## src/design/board_status_pkg.sv

```systemverilog
/*
 * board status package
 * display, glyph, privilege and LED types shared by the front-panel
 * status unit, plus the hex font and the two banner tables
 */
package board_status_pkg;

    // segment bits, decimal point on top, active high inside the design
    typedef logic [7:0] seg_t;
    // one enable per digit, active low
    typedef logic [7:0] anode_t;
    typedef logic [3:0] nibble_t;
    typedef logic [2:0] digit_t;
    typedef logic [31:0] disp_word_t;

    typedef enum logic [1:0] {
        PRIV_U = 2'd0,
        PRIV_S = 2'd1,
        PRIV_M = 2'd3
    } priv_t;

    typedef struct packed {
        logic blue;
        logic green;
        logic red;
    } rgb_t;

    localparam int PWM_W = 12;
    localparam int BLINK_W = 4;

    // letters for the banners, segments a..g in bits 6..0
    localparam seg_t GLYPH_BLANK = 8'b0000_0000;
    localparam seg_t GLYPH_DOT   = 8'b1000_0000;
    localparam seg_t GLYPH_CAP_A = 8'b0111_0111;
    localparam seg_t GLYPH_R     = 8'b0000_0101;
    localparam seg_t GLYPH_C     = 8'b0000_1101;
    localparam seg_t GLYPH_H     = 8'b0001_0111;
    localparam seg_t GLYPH_CAP_P = 8'b0110_0111;
    localparam seg_t GLYPH_O     = 8'b0001_1101;
    localparam seg_t GLYPH_CAP_L = 8'b0000_1110;
    localparam seg_t GLYPH_A     = 8'b0111_1101;
    localparam seg_t GLYPH_D     = 8'b0011_1101;
    localparam seg_t GLYPH_I     = 8'b0001_0000;
    localparam seg_t GLYPH_N     = 8'b0001_0101;
    // g carries the dot as its tail
    localparam seg_t GLYPH_G     = 8'b1111_1011;

    localparam seg_t HEX_FONT [16] = '{
        8'b0111_1110, 8'b0011_0000, 8'b0110_1101, 8'b0111_1001,
        8'b0011_0011, 8'b0101_1011, 8'b0101_1111, 8'b0111_0000,
        8'b0111_1111, 8'b0111_1011, 8'b0111_0111, 8'b0001_1111,
        8'b0100_1110, 8'b0011_1101, 8'b0100_1111, 8'b0100_0111
    };

    // "ArchProc", digit 0 is the rightmost
    localparam seg_t INIT_BANNER [8] = '{
        GLYPH_C, GLYPH_O, GLYPH_R, GLYPH_CAP_P,
        GLYPH_H, GLYPH_C, GLYPH_R, GLYPH_CAP_A
    };

    // scrolled through the display while memory is initialized
    localparam seg_t LOAD_BANNER [16] = '{
        GLYPH_BLANK, GLYPH_BLANK, GLYPH_BLANK, GLYPH_BLANK,
        GLYPH_BLANK, GLYPH_BLANK, GLYPH_BLANK, GLYPH_CAP_L,
        GLYPH_O,     GLYPH_A,     GLYPH_D,     GLYPH_I,
        GLYPH_N,     GLYPH_G,     GLYPH_DOT,   GLYPH_DOT
    };

endpackage

```

## src/design/seg_scan_if.sv

```systemverilog
/*
 * seven-segment scan slot
 * carries the active digit, its anode pattern and nibble, and the
 * loading banner state from the scan sequencer to the glyph driver
 */
`timescale 1ns/1ns

interface seg_scan_if;

    board_status_pkg::digit_t  digit;
    board_status_pkg::anode_t  an;
    board_status_pkg::nibble_t nibble;
    // loading banner active
    logic                      loading;
    // banner scroll position
    logic [3:0]                load_pos;

    modport scan (
        output digit,
        output an,
        output nibble,
        output loading,
        output load_pos
    );

    modport drive (
        input digit,
        input an,
        input nibble,
        input loading,
        input load_pos
    );

endinterface

```

## src/design/key_history_select.sv

```systemverilog
/*
 * key history and display word select
 * keeps the last two keyboard and mouse bytes and picks the word shown
 * on the display from the push buttons
 */
`timescale 1ns/1ns

module key_history_select (
    input  logic                         core_clk,
    input  logic                         core_rst_x,
    input  logic                         kbd_we,
    input  logic [7:0]                   kbd_data,
    input  logic                         mouse_we,
    input  logic [7:0]                   mouse_data,
    input  board_status_pkg::disp_word_t core_pc,
    input  board_status_pkg::disp_word_t core_ir,
    input  logic                         btn_u,
    input  logic                         btn_d,
    input  logic                         btn_l,
    input  logic                         btn_r,
    input  logic                         btn_c,
    output board_status_pkg::disp_word_t disp_word
);

    // mouse in the upper half, keyboard in the lower, newest byte lowest
    board_status_pkg::disp_word_t history;

    always_ff @(posedge core_clk) begin
        if (!core_rst_x) begin
            history <= '0;
        end else begin
            if (kbd_we) begin
                history[15:8] <= history[7:0];
                history[7:0]  <= kbd_data;
            end
            if (mouse_we) begin
                history[31:24] <= history[23:16];
                history[23:16] <= mouse_data;
            end
        end
    end

    always_comb begin
        if (btn_u || btn_d || btn_c) begin
            disp_word = '0;
        end else if (btn_l) begin
            disp_word = core_pc;
        end else if (btn_r) begin
            disp_word = core_ir;
        end else begin
            disp_word = history;
        end
    end

endmodule

```

## src/design/seg_digit_scan.sv

```systemverilog
/*
 * seven-segment scan sequencer
 * steps through the eight digits once per scan slot, registers the
 * anode pattern and nibble for each digit, and tracks the loading
 * phase and the position of the scrolling banner
 */
`timescale 1ns/1ns

module seg_digit_scan #(
    parameter int SCAN_CYCLES      = 16000,
    parameter int LOAD_STEP_CYCLES = 2 ** 25
) (
    input  logic                         core_clk,
    input  logic                         core_rst_x,
    input  board_status_pkg::disp_word_t disp_word,
    input  logic                         init_start,
    input  logic                         init_done,
    seg_scan_if.scan                     scan
);

    localparam int SCAN_W = (SCAN_CYCLES > 1) ? $clog2(SCAN_CYCLES) : 1;
    localparam int STEP_W = (LOAD_STEP_CYCLES > 1) ? $clog2(LOAD_STEP_CYCLES) : 1;

    logic [SCAN_W-1:0]        scan_cnt;
    logic [STEP_W-1:0]        step_cnt;
    logic                     slot_end;
    board_status_pkg::digit_t next_digit;

    assign slot_end   = (scan_cnt == SCAN_W'(SCAN_CYCLES - 1));
    assign next_digit = board_status_pkg::digit_t'(scan.digit + 3'd1);

    // slot timer
    always_ff @(posedge core_clk) begin
        if (!core_rst_x || slot_end) begin
            scan_cnt <= '0;
        end else begin
            scan_cnt <= scan_cnt + 1'b1;
        end
    end

    // digit k pulls anode k low and shows word bits 4k+3..4k
    always_ff @(posedge core_clk) begin
        if (!core_rst_x) begin
            scan.digit  <= '1;
            scan.an     <= '1;
            scan.nibble <= '0;
        end else if (slot_end) begin
            scan.digit  <= next_digit;
            scan.an     <= ~(board_status_pkg::anode_t'(1) << next_digit);
            scan.nibble <= disp_word[{next_digit, 2'b00} +: 4];
        end
    end

    // loading runs from init_start until memory init is done
    always_ff @(posedge core_clk) begin
        if (!core_rst_x) begin
            scan.loading <= 1'b0;
        end else if (!scan.loading && init_start && !init_done) begin
            scan.loading <= 1'b1;
        end else if (init_done) begin
            scan.loading <= 1'b0;
        end
    end

    // scroll one banner step on entry, then every LOAD_STEP_CYCLES
    always_ff @(posedge core_clk) begin
        if (!core_rst_x) begin
            step_cnt      <= '0;
            scan.load_pos <= '0;
        end else if (!scan.loading) begin
            step_cnt <= '0;
        end else begin
            if (step_cnt == STEP_W'(LOAD_STEP_CYCLES - 1)) begin
                step_cnt <= '0;
            end else begin
                step_cnt <= step_cnt + 1'b1;
            end
            if (step_cnt == '0) begin
                scan.load_pos <= scan.load_pos + 4'd1;
            end
        end
    end

endmodule

```

## src/design/seg_glyph_driver.sv

```systemverilog
/*
 * seven-segment glyph driver
 * picks the glyph for the active digit from the loading banner, the
 * start banner or the hex font, and registers it active low
 */
`timescale 1ns/1ns

module seg_glyph_driver (
    input  logic                   core_clk,
    input  logic                   core_rst_x,
    input  logic                   init_done,
    seg_scan_if.drive              scan,
    output board_status_pkg::seg_t seg
);

    board_status_pkg::seg_t glyph;
    logic [3:0]             banner_idx;

    // banner window slides left as load_pos grows, wraps at sixteen
    assign banner_idx = scan.load_pos + 4'd7 - {1'b0, scan.digit};

    always_comb begin
        if (scan.loading) begin
            glyph = board_status_pkg::LOAD_BANNER[banner_idx];
        end else if (!init_done) begin
            glyph = board_status_pkg::INIT_BANNER[scan.digit];
        end else begin
            glyph = board_status_pkg::HEX_FONT[scan.nibble];
        end
    end

    // segments are common anode, so a lit segment is driven low
    always_ff @(posedge core_clk) begin
        if (!core_rst_x) begin
            seg <= '1;
        end else begin
            seg <= ~glyph;
        end
    end

endmodule

```

## src/design/status_display_top.sv

```systemverilog
/*
 * front-panel status unit
 * eight-digit multiplexed seven-segment display with hex, banner and
 * loading modes, button word selection, RGB status LED and heartbeat
 */
`timescale 1ns/1ns

module status_display_top #(
    parameter int SCAN_CYCLES      = 16000,
    parameter int LOAD_STEP_CYCLES = 2 ** 25,
    parameter int HEARTBEAT_CYCLES = 32000000
) (
    input  logic                         core_clk,
    input  logic                         core_rst_x,
    input  logic                         init_start,
    input  logic                         init_done,
    input  board_status_pkg::priv_t      priv,
    input  logic                         breathe_en,
    input  logic                         kbd_we,
    input  logic [7:0]                   kbd_data,
    input  logic                         mouse_we,
    input  logic [7:0]                   mouse_data,
    input  board_status_pkg::disp_word_t core_pc,
    input  board_status_pkg::disp_word_t core_ir,
    input  logic                         btn_u,
    input  logic                         btn_d,
    input  logic                         btn_l,
    input  logic                         btn_r,
    input  logic                         btn_c,
    output board_status_pkg::seg_t       seg,
    output board_status_pkg::anode_t     an,
    output logic                         led_heartbeat,
    output board_status_pkg::rgb_t       led_rgb
);

    board_status_pkg::disp_word_t disp_word;

    seg_scan_if scan_bus ();

    key_history_select i_key_history_select (
        .core_clk   (core_clk),
        .core_rst_x (core_rst_x),
        .kbd_we     (kbd_we),
        .kbd_data   (kbd_data),
        .mouse_we   (mouse_we),
        .mouse_data (mouse_data),
        .core_pc    (core_pc),
        .core_ir    (core_ir),
        .btn_u      (btn_u),
        .btn_d      (btn_d),
        .btn_l      (btn_l),
        .btn_r      (btn_r),
        .btn_c      (btn_c),
        .disp_word  (disp_word)
    );

    seg_digit_scan #(
        .SCAN_CYCLES      (SCAN_CYCLES),
        .LOAD_STEP_CYCLES (LOAD_STEP_CYCLES)
    ) i_seg_digit_scan (
        .core_clk   (core_clk),
        .core_rst_x (core_rst_x),
        .disp_word  (disp_word),
        .init_start (init_start),
        .init_done  (init_done),
        .scan       (scan_bus.scan)
    );

    // anodes leave the unit straight from the sequencer
    assign an = scan_bus.an;

    seg_glyph_driver i_seg_glyph_driver (
        .core_clk   (core_clk),
        .core_rst_x (core_rst_x),
        .init_done  (init_done),
        .scan       (scan_bus.drive),
        .seg        (seg)
    );

    status_led_ctrl #(
        .HEARTBEAT_CYCLES (HEARTBEAT_CYCLES)
    ) i_status_led_ctrl (
        .core_clk      (core_clk),
        .core_rst_x    (core_rst_x),
        .init_done     (init_done),
        .priv          (priv),
        .breathe_en    (breathe_en),
        .led_heartbeat (led_heartbeat),
        .led_rgb       (led_rgb)
    );

endmodule

```

## src/design/status_led_ctrl.sv

```systemverilog
/*
 * status LED controller
 * heartbeat toggle, three-channel breathing PWM for the RGB LED and a
 * blinking privilege colour once the core is running
 */
`timescale 1ns/1ns

module status_led_ctrl #(
    parameter int HEARTBEAT_CYCLES = 32000000
) (
    input  logic                    core_clk,
    input  logic                    core_rst_x,
    input  logic                    init_done,
    input  board_status_pkg::priv_t priv,
    input  logic                    breathe_en,
    output logic                    led_heartbeat,
    output board_status_pkg::rgb_t  led_rgb
);

    localparam int PWM_W   = board_status_pkg::PWM_W;
    localparam int PHASE_W = PWM_W + 1;
    localparam int HB_W    = (HEARTBEAT_CYCLES > 1) ? $clog2(HEARTBEAT_CYCLES) : 1;

    typedef logic [PHASE_W-1:0] phase_t;

    // channel order blue, green, red
    localparam phase_t PHASE_INIT [3] = '{13'd0, 13'd64, 13'd512};
    localparam phase_t PHASE_STEP [3] = '{13'd2, 13'd3, 13'd5};

    logic [HB_W-1:0]                      hb_cnt;
    logic [PWM_W-1:0]                     ramp;
    logic [board_status_pkg::BLINK_W-1:0] blink_cnt;
    phase_t                               phase [3];
    board_status_pkg::rgb_t               breathe_rgb;
    board_status_pkg::rgb_t               priv_rgb;
    board_status_pkg::rgb_t               rgb_next;

    // top phase bit selects the rising or falling half of the breath
    function automatic logic breath_level(input phase_t ph, input logic [PWM_W-1:0] level);
        if (ph[PWM_W]) begin
            return ph[PWM_W-1:0] < level;
        end
        return ph[PWM_W-1:0] >= level;
    endfunction

    always_ff @(posedge core_clk) begin
        if (!core_rst_x) begin
            hb_cnt        <= '0;
            led_heartbeat <= 1'b0;
        end else if (hb_cnt == HB_W'(HEARTBEAT_CYCLES - 1)) begin
            hb_cnt        <= '0;
            led_heartbeat <= ~led_heartbeat;
        end else begin
            hb_cnt <= hb_cnt + 1'b1;
        end
    end

    // phases move on once per full ramp
    always_ff @(posedge core_clk) begin
        if (!core_rst_x) begin
            ramp      <= '0;
            blink_cnt <= '0;
            for (int i = 0; i < 3; i++) begin
                phase[i] <= PHASE_INIT[i];
            end
        end else begin
            ramp      <= ramp + 1'b1;
            blink_cnt <= blink_cnt + 1'b1;
            if (ramp == '0) begin
                for (int i = 0; i < 3; i++) begin
                    phase[i] <= phase[i] + PHASE_STEP[i];
                end
            end
        end
    end

    always_comb begin
        breathe_rgb.blue  = breath_level(phase[0], ramp);
        breathe_rgb.green = breath_level(phase[1], ramp);
        breathe_rgb.red   = breath_level(phase[2], ramp);
    end

    // user blue, supervisor green, machine red
    always_comb begin
        priv_rgb = '0;
        case (priv)
            board_status_pkg::PRIV_U: priv_rgb.blue  = 1'b1;
            board_status_pkg::PRIV_S: priv_rgb.green = 1'b1;
            board_status_pkg::PRIV_M: priv_rgb.red   = 1'b1;
            default:                  priv_rgb       = '0;
        endcase
    end

    // short flash once per blink period
    always_comb begin
        if (breathe_en) begin
            rgb_next = breathe_rgb;
        end else if (!init_done || blink_cnt != '0) begin
            rgb_next = '0;
        end else begin
            rgb_next = priv_rgb;
        end
    end

    always_ff @(posedge core_clk) begin
        if (!core_rst_x) begin
            led_rgb <= '0;
        end else begin
            led_rgb <= rgb_next;
        end
    end

endmodule

```

## config.mk

```make
export PLATFORM = sky130hd
export DESIGN_NAME = status_display_top
export DESIGN_NICKNAME = d
export VERILOG_FILES = /design/src/design/board_status_pkg.sv /design/src/design/seg_scan_if.sv /design/src/design/key_history_select.sv /design/src/design/seg_digit_scan.sv /design/src/design/seg_glyph_driver.sv /design/src/design/status_display_top.sv /design/src/design/status_led_ctrl.sv
export SDC_FILE = /design/constraint.sdc
export NUM_CORES = 1
export LEC_CHECK = 0
export ABC_AREA = 1
export BUFFER_PORTS_ARGS = -buffer_cell sky130_fd_sc_hd__buf_4
export CORE_ASPECT_RATIO = 0.9
export CORE_MARGIN = 3
export CORE_UTILIZATION = 54
export DETAILED_ROUTE_END_ITERATION = 8
export GPL_TIMING_DRIVEN = 0
export HOLD_SLACK_MARGIN = 0.12
export PLACE_DENSITY = 0.77
export SETUP_SLACK_MARGIN = 0.02
export SLEW_MARGIN = 20
export SYNTH_ARGS = -nofsm -noshare
export SYNTH_HDL_FRONTEND = slang
export SYNTH_SLANG_ARGS = --single-unit
```

## constraint.sdc

```tcl
create_clock -name core_clk -period 2.28 [get_ports core_clk]
set_input_delay 0 -clock core_clk [delete_from_list [all_inputs] [get_ports core_clk]]
set_output_delay 0 -clock core_clk [all_outputs]
set_load 0.01 [all_outputs]
```

# Yosys cells after proc, flatten, opt, wreduce, memory -nomap -nowiden
# Memories as Yosys holds them, arrays and structs flattened.
# Index checks and enable logic that the tools add are counted.
word_totals:
  in_bits: 94
  rom_bits: 320
  memories: 4
  output_inout_bits: 20
  elab_cells: 111
  register_bits: 144
  ramBits: 39
classes:
  n_bitwise: 11
  n_shift: 2
  n_reduce_logical: 17
  magnitude_cmp: 9
  mux: 34
  n_eq_ne: 5
  add_sub_neg: 12
mem_list:
  columns: ["name", "depth", "width", "read_ports", "rd_ports_with_merged_regs", "wr", "line", "rtl"]
  rows:
  - ["(no name shown)", 16, 8, 1, 0, 0, "seg_glyph_driver.sv:24", "glyph = board_status_pkg::LOAD_BANNER[banner_idx];"]
  - ["(no name shown)", 16, 8, 1, 0, 0, "seg_glyph_driver.sv:28", "glyph = board_status_pkg::HEX_FONT[scan.nibble];"]
  - ["(no name shown)", 8, 8, 1, 0, 0, "seg_glyph_driver.sv:26", "glyph = board_status_pkg::INIT_BANNER[scan.digit];"]
  - ["i_status_led_ctrl.phase", 3, 13, 3, 0, 3, "status_led_ctrl.sv:33", "phase_t phase [3];"]
op_table:
  columns: ["op", "count"]
  rows:
  - ["$mux 32", 3]
  - ["$mux 8", 8]
  - ["$add 25x1->25 const B", 2]
  - ["$eq 25x25->1 const B", 2]
  - ["$mux 13", 3]
  - ["$ge 12x12->1", 3]
  - ["$lt 12x12->1", 3]
  - ["$shiftx 32x6->4", 1]
  - ["$add 13x2->13 const B", 2]
  - ["$logic_not 25->1", 1]
  - ["$mux 1", 18]
  - ["$not 8->8", 2]
  - ["$add 14x1->14 const B", 1]
  - ["$eq 14x14->1 const B", 1]
  - ["$add 13x3->13 const B", 1]
  - ["$add 12x1->12 const B", 1]
  - ["$logic_not 12->1", 1]
  - ["$ge 5x5->1 const B", 2]
  - ["$not 4->5", 2]
  - ["$add 4x1->4 const B", 2]
  - ["$shl 1x3->8 const A", 1]
  - ["$mux 3", 2]
  - ["$add 4x3->4 const B", 1]
  - ["$ge 4x4->1 const B", 1]
  - ["other kinds (16)", 26]

# Longest topological paths before layout
logic_depth:
  depth_word: 8
  mapped_depth: 15
  mapped_depth_nobuf: 13

# Modules after synthesis
# A second synthesis with hierarchy kept.
hier_totals:
  cells_unflattened: 1691
  area_unflattened_um2: 11453.5
modules_own_cells:
  columns: ["module", "seq_area_each_um2", "n_inst", "cells_each", "area_each_um2"]
  rows:
  - ["status_led_ctrl", 2042.0, 1, 663, 5131.2]
  - ["seg_digit_scan", 1181.1, 1, 452, 3072.9]
  - ["key_history_select", 640.6, 1, 432, 2369.8]
  - ["seg_glyph_driver", 160.2, 1, 144, 879.6]

# Worst setup path after synthesis
# OpenSTA, ideal clock, no wires.
synth_timing:
  path_type: "reg2reg"
  start: "register i_seg_digit_scan.scan.digit[0]"
  end: "register i_seg_glyph_driver.seg[5]"
  setup_slack_ns: -0.037
  setup_time_ns: 0.128
  path_buffers: 2
  period_less_slack_ns: 2.317
  required_time_ns: 2.152
  path_stages_with_launch: 12
  arrival_time_ns: 2.189
  path_cell_list: "dfxtp_1 -> buf_2 -> clkinv_1 -> buf_2 -> ha_1 -> ha_1 -> inv_1 -> fa_1 -> inv_1 -> o21ai_0 -> a211oi_1 -> o21ai_0"
synth_via:
  elab_chain_cells: 7
  word_cells_on_any_way: 12
  cone_classes: "add/sub (1); mux (6); bitwise (3); memory (2)"
synth_rtl:
  columns: ["item", "line", "rtl"]
  rows:
  - ["start: declaration", "seg_scan_if.sv:19", "output digit,"]
  - ["start signal: assignment", "seg_digit_scan.sv:48", "scan.digit <= next_digit;"]
  - ["$sub 4x3->4 or $not 3->4 (tied branches)", "seg_glyph_driver.sv:20, seg_glyph_driver.sv:26", null]
  - ["$not 4->5 (implied by the code) or $mem_v2 8x8 (tied branches)", null, null]
  - ["$mem_v2 16x8 or $mux 8 (tied branches)", null, null]
  - ["$mux 8 (on tied branches)", "seg_glyph_driver.sv:24, seg_glyph_driver.sv:26", null]
  - ["$mux 8 (on tied branches)", "seg_glyph_driver.sv:24, seg_glyph_driver.sv:25", null]
  - ["$mux 8 (*)", "seg_glyph_driver.sv:23", "if (scan.loading) begin"]
  - ["$not 8->8 (*)", "seg_glyph_driver.sv:37", "seg <= ~glyph;"]
  - ["end signal: assignment", "seg_glyph_driver.sv:37", null]
  - ["end: declaration", "seg_glyph_driver.sv:13", "output board_status_pkg::seg_t seg"]
# Mark *: on every way between the ends. The rest lies on a longest branch, timed or not. The select of a mux whose other input is x is not followed.
# A chain may end at the register's enable or synchronous reset.

# Worst setup path in the final report
layout_timing:
  start: "register i_seg_digit_scan.scan.digit[2]"
  end: "register i_seg_glyph_driver.seg[4]"
# The elaborated chain is that of the path after synthesis.

==> metrics.yaml <==
routing:
  vias: 10520
  wire_per_inst_um: 14.49
  drc: 0
  dr.pass1.iters: 5
  ant_nets: 0
  via_per_inst: 5.371
  drt-total-wl_mm: 28.38
  drt-initial-drc-count: 742
synthesis:
  synth-edff-count: 38
  ys_seq_elements: 182
  syn_avg_cell_area_um2: 7.050
  yosysUniqueCellTypes: 48
  synth-async-reset-ratio_pct: 0
  netlist_area_um2: 10600
  ys.flop_type: "dfxtp_1"
  seq_area_frac_synth_pct: 37.97
  yosysWarnings: 0
  syn_inst: 1503
  syn-num-nets: 1663
sta:
  fmax_mhz: 467.0
  rsz0062_at_grt: "false"
  slew_viol_final: 0
  max-slew-margin-rel_pct: 59.12
  tightest_slew_ns: 0.6132
  fin_crit_ns: 2.141
  fin_setup_tns_ns: 0
  finClkSkew_ns: 0.01030
  setup_viol: 0
  final.period_utilization_pct: 93.91
  hold_viol_final: 0
power:
  power_mw: 7.911
  powerDensity_nw_per_um2: 603.3
  ir_drop_mv: 0.4341
  total_leakage_power_nw: 5.529
setup_path:
  cpMaxStageDelayCell: "fa_2"
  crit_chain: "inv_1 > ha_1 > inv_1 > fa_2 > nor2_1 > nor3_2 > a31o_2 > inv_1"
  worstPathArrival_ns: 2.48
  required_ns: 2.62
  cp-start-kind: "flip-flop"
  cpPeakStageDelay_ns: 0.63
  end_kind: "flip-flop"
  crit_family: "adder cells"
  cp_max_fo: 8
  timing.critical_path.mode_cell: "inv_1"
  path_buf_inv: 3
  crit_type: "reg -> reg"
flow_run:
  max_cap_violations: 0
grt:
  top_usage_layer: "met2"
  antenna_found_initial: 0
  gr-total-overflow: 0
  grt_pass1_vias: 9981
  grt_max_degree: 27
  grt_util_met2_pct: 42.65
  grt_util_met1_pct: 35.94
  track_usage_pct: 26.25
  grt_util_met3_pct: 4.368
  grt_pass1_wl_mm: 46.98
place:
  io_buffers: 111
  placed_area_um2: 11760
  gp_congestion: 0.9493
  post-dp-hpwl_mm: 20.14
clock_network:
  clock_latency_ns: 0.44
  cts.sinks: 182
  clockBufferDepth: 2
  htreeDepth: 4
  cts-root-buf: "clkbuf_16"
  clkTransAtPathRegs_ns: 0.07
  cts_buffers: 17
  cts_tree: "built"
layout:
  nFillCells: 1530
  layout-drive-gt1-share_pct: 12.61
  fin_util_pct: 69.68
  area_delta_synth_final_pct: 23.75
  diodes: 0
  design_area_um2: 13110
  fin_nets: 1860
die:
  dieWidth_um: 153.7
  die_h_um: 138.9
  core_area_um2: 18820
  rows: 47
  start_util_pct: 56.31
  ios: 114
  dieArea_um2: 21340
min_path:
  hold_path_class: "in -> reg"
run_status:
  status: "finished clean"
## Yosys cell counts, types with 2 or more instances
| master | number | share of area [%] |
|---|---|---|
| nor2_2 | 3 | 0.18 |
| or2_2 | 12 | 0.71 |
| and2_1 | 3 | 0.18 |
| a21oi_1 | 106 | 5.0 |
| a31oi_1 | 6 | 0.35 |
| dfxtp_1 | 144 | 27 |
| nor3_1 | 37 | 1.7 |
| nand2_1 | 336 | 12 |
| nor4_1 | 5 | 0.30 |
| o21a_1 | 5 | 0.35 |
| nor3_2 | 3 | 0.28 |
| buf_1 | 3 | 0.11 |
| o211ai_1 | 13 | 0.92 |
| edfxtp_1 | 38 | 11 |
| ha_1 | 65 | 7.7 |
| inv_2 | 3 | 0.11 |
| xnor2_1 | 12 | 0.99 |
| nand4_1 | 32 | 1.9 |
| nor2_1 | 178 | 6.3 |
| nand3_2 | 2 | 0.19 |
| a211oi_1 | 2 | 0.14 |
| nor2_4 | 3 | 0.32 |
| clkbuf_1 | 25 | 0.89 |
| buf_2 | 12 | 0.57 |
| or2_0 | 2 | 0.12 |
| nand2_2 | 4 | 0.24 |
| inv_1 | 197 | 7.0 |
| xor2_1 | 17 | 1.4 |
| buf_6 | 4 | 0.43 |
| o21ai_0 | 87 | 4.1 |
| nand3_1 | 122 | 5.8 |
| nor3b_1 | 6 | 0.43 |
## per-stage QoR
step,hold WS [ns],instances,worst slack [ns]
2_1_floorplan,0.1349,1503,0.03601
3_3_place_gp,0.2233,1859,-0.6628
3_5_place_dp,0.2279,1860,-0.3657
4_1_cts,0.1221,1957,0.02712
5_1_grt,0.1807,1958,0.02009
6_report,0.1321,1958,0.1388
## metal layers
metal  wire length (µm)  up-vias
li1                   -     5298
met1              12840     4767
met2              12950      388
met3               1933       63
met4                660        0
met5                  0        -
## flip-flops by register name, indices dropped and copies added, names as in the netlist, 3 cells and up
signal                          cells
i_seg_digit_scan.scan.load_pos      4
i_seg_digit_scan.scan.nibble        4
i_status_led_ctrl.hb_cnt           25
i_status_led_ctrl.phase            38
i_seg_glyph_driver.seg              8
i_key_history_select.history       32
i_seg_digit_scan.step_cnt          25
i_status_led_ctrl.led_rgb           3
i_seg_digit_scan.scan.digit         3
i_seg_digit_scan.scan.an            8
i_status_led_ctrl.ramp             12
i_seg_digit_scan.scan_cnt          14
i_status_led_ctrl.blink_cnt         4
## worst min-delay path, delay by kind of cell
family,cells,cell delay (ns)
AND/OR/NAND/NOR,7,0.42
buffers and inverters,2,0.13
## cell type report
cell class	instances	area [µm²]	share of cell area, %
tap	245	306.5	2.338
clock inverter	15	207.7	1.584
timing repair buffer	180	1526	11.64
sequential	182	4029	30.73
inverter	201	762.0	5.811
multi-input combinational	1075	5634	42.97
buffer	43	221.5	1.689
clock buffer	17	425.4	3.244
## power breakdown
part,leakage (nW),switching [mW],internal (mW)
Clock,0.307,1.46,1.69
Sequential,1.59,0.146,3.47
Combinational,3.64,0.626,0.513
Total,5.53,2.23,5.68
## cells by family (layout without fill, tap and decap cells)
kind of cell | count (synthesis) | after routing | synth area share, %
adders and majority gates | 66 | 66 | 7.864
buffers and inverters | 246 | 456 | 9.175
xor gates and xnor gates | 29 | 29 | 2.397
AOI/OAI and AO/OA | 225 | 225 | 11.32
and+or+nand+nor | 755 | 755 | 31.27
DFF | 182 | 182 | 37.97
## layout by cell type (no fill, tap or decap), types with 65 or more instances in the layout
cell,count
a21oi_1,106
buf_4,115
dfxtp_1,142
dlygate4sd3_1,65
ha_1,65
inv_1,194
nand2_1,332
nand3_1,121
nor2_1,178
o21ai_0,86
## what timing repair did
| item | CTS | global route |
|---|---|---|
| endpoints found under the setup margin | 11 | 36 |
| pin swaps | 2 | 3 |
| hold buffers | 65 | 0 |
| setup buffers | 1 | 2 |
| endpoints found under the hold margin | 37 | 0 |
| resized for setup | 13 | 14 |
## path summary, 6_finish.rpt
kind                                                startpoint                               to  slack [ns]  depth (start not counted)
worst min-delay path                               core_pc[28]  i_seg_digit_scan.scan.nibble[0]        0.13                          9
worst max-delay path            i_seg_digit_scan.scan.digit[2]        i_seg_glyph_driver.seg[4]        0.14                          8
worst max register to register  i_seg_digit_scan.scan.digit[2]        i_seg_glyph_driver.seg[4]        0.14                          8
worst min register to register    i_seg_digit_scan.scan_cnt[0]     i_seg_digit_scan.scan_cnt[0]        0.45                          1
Power figures use the tool's default switching activity.
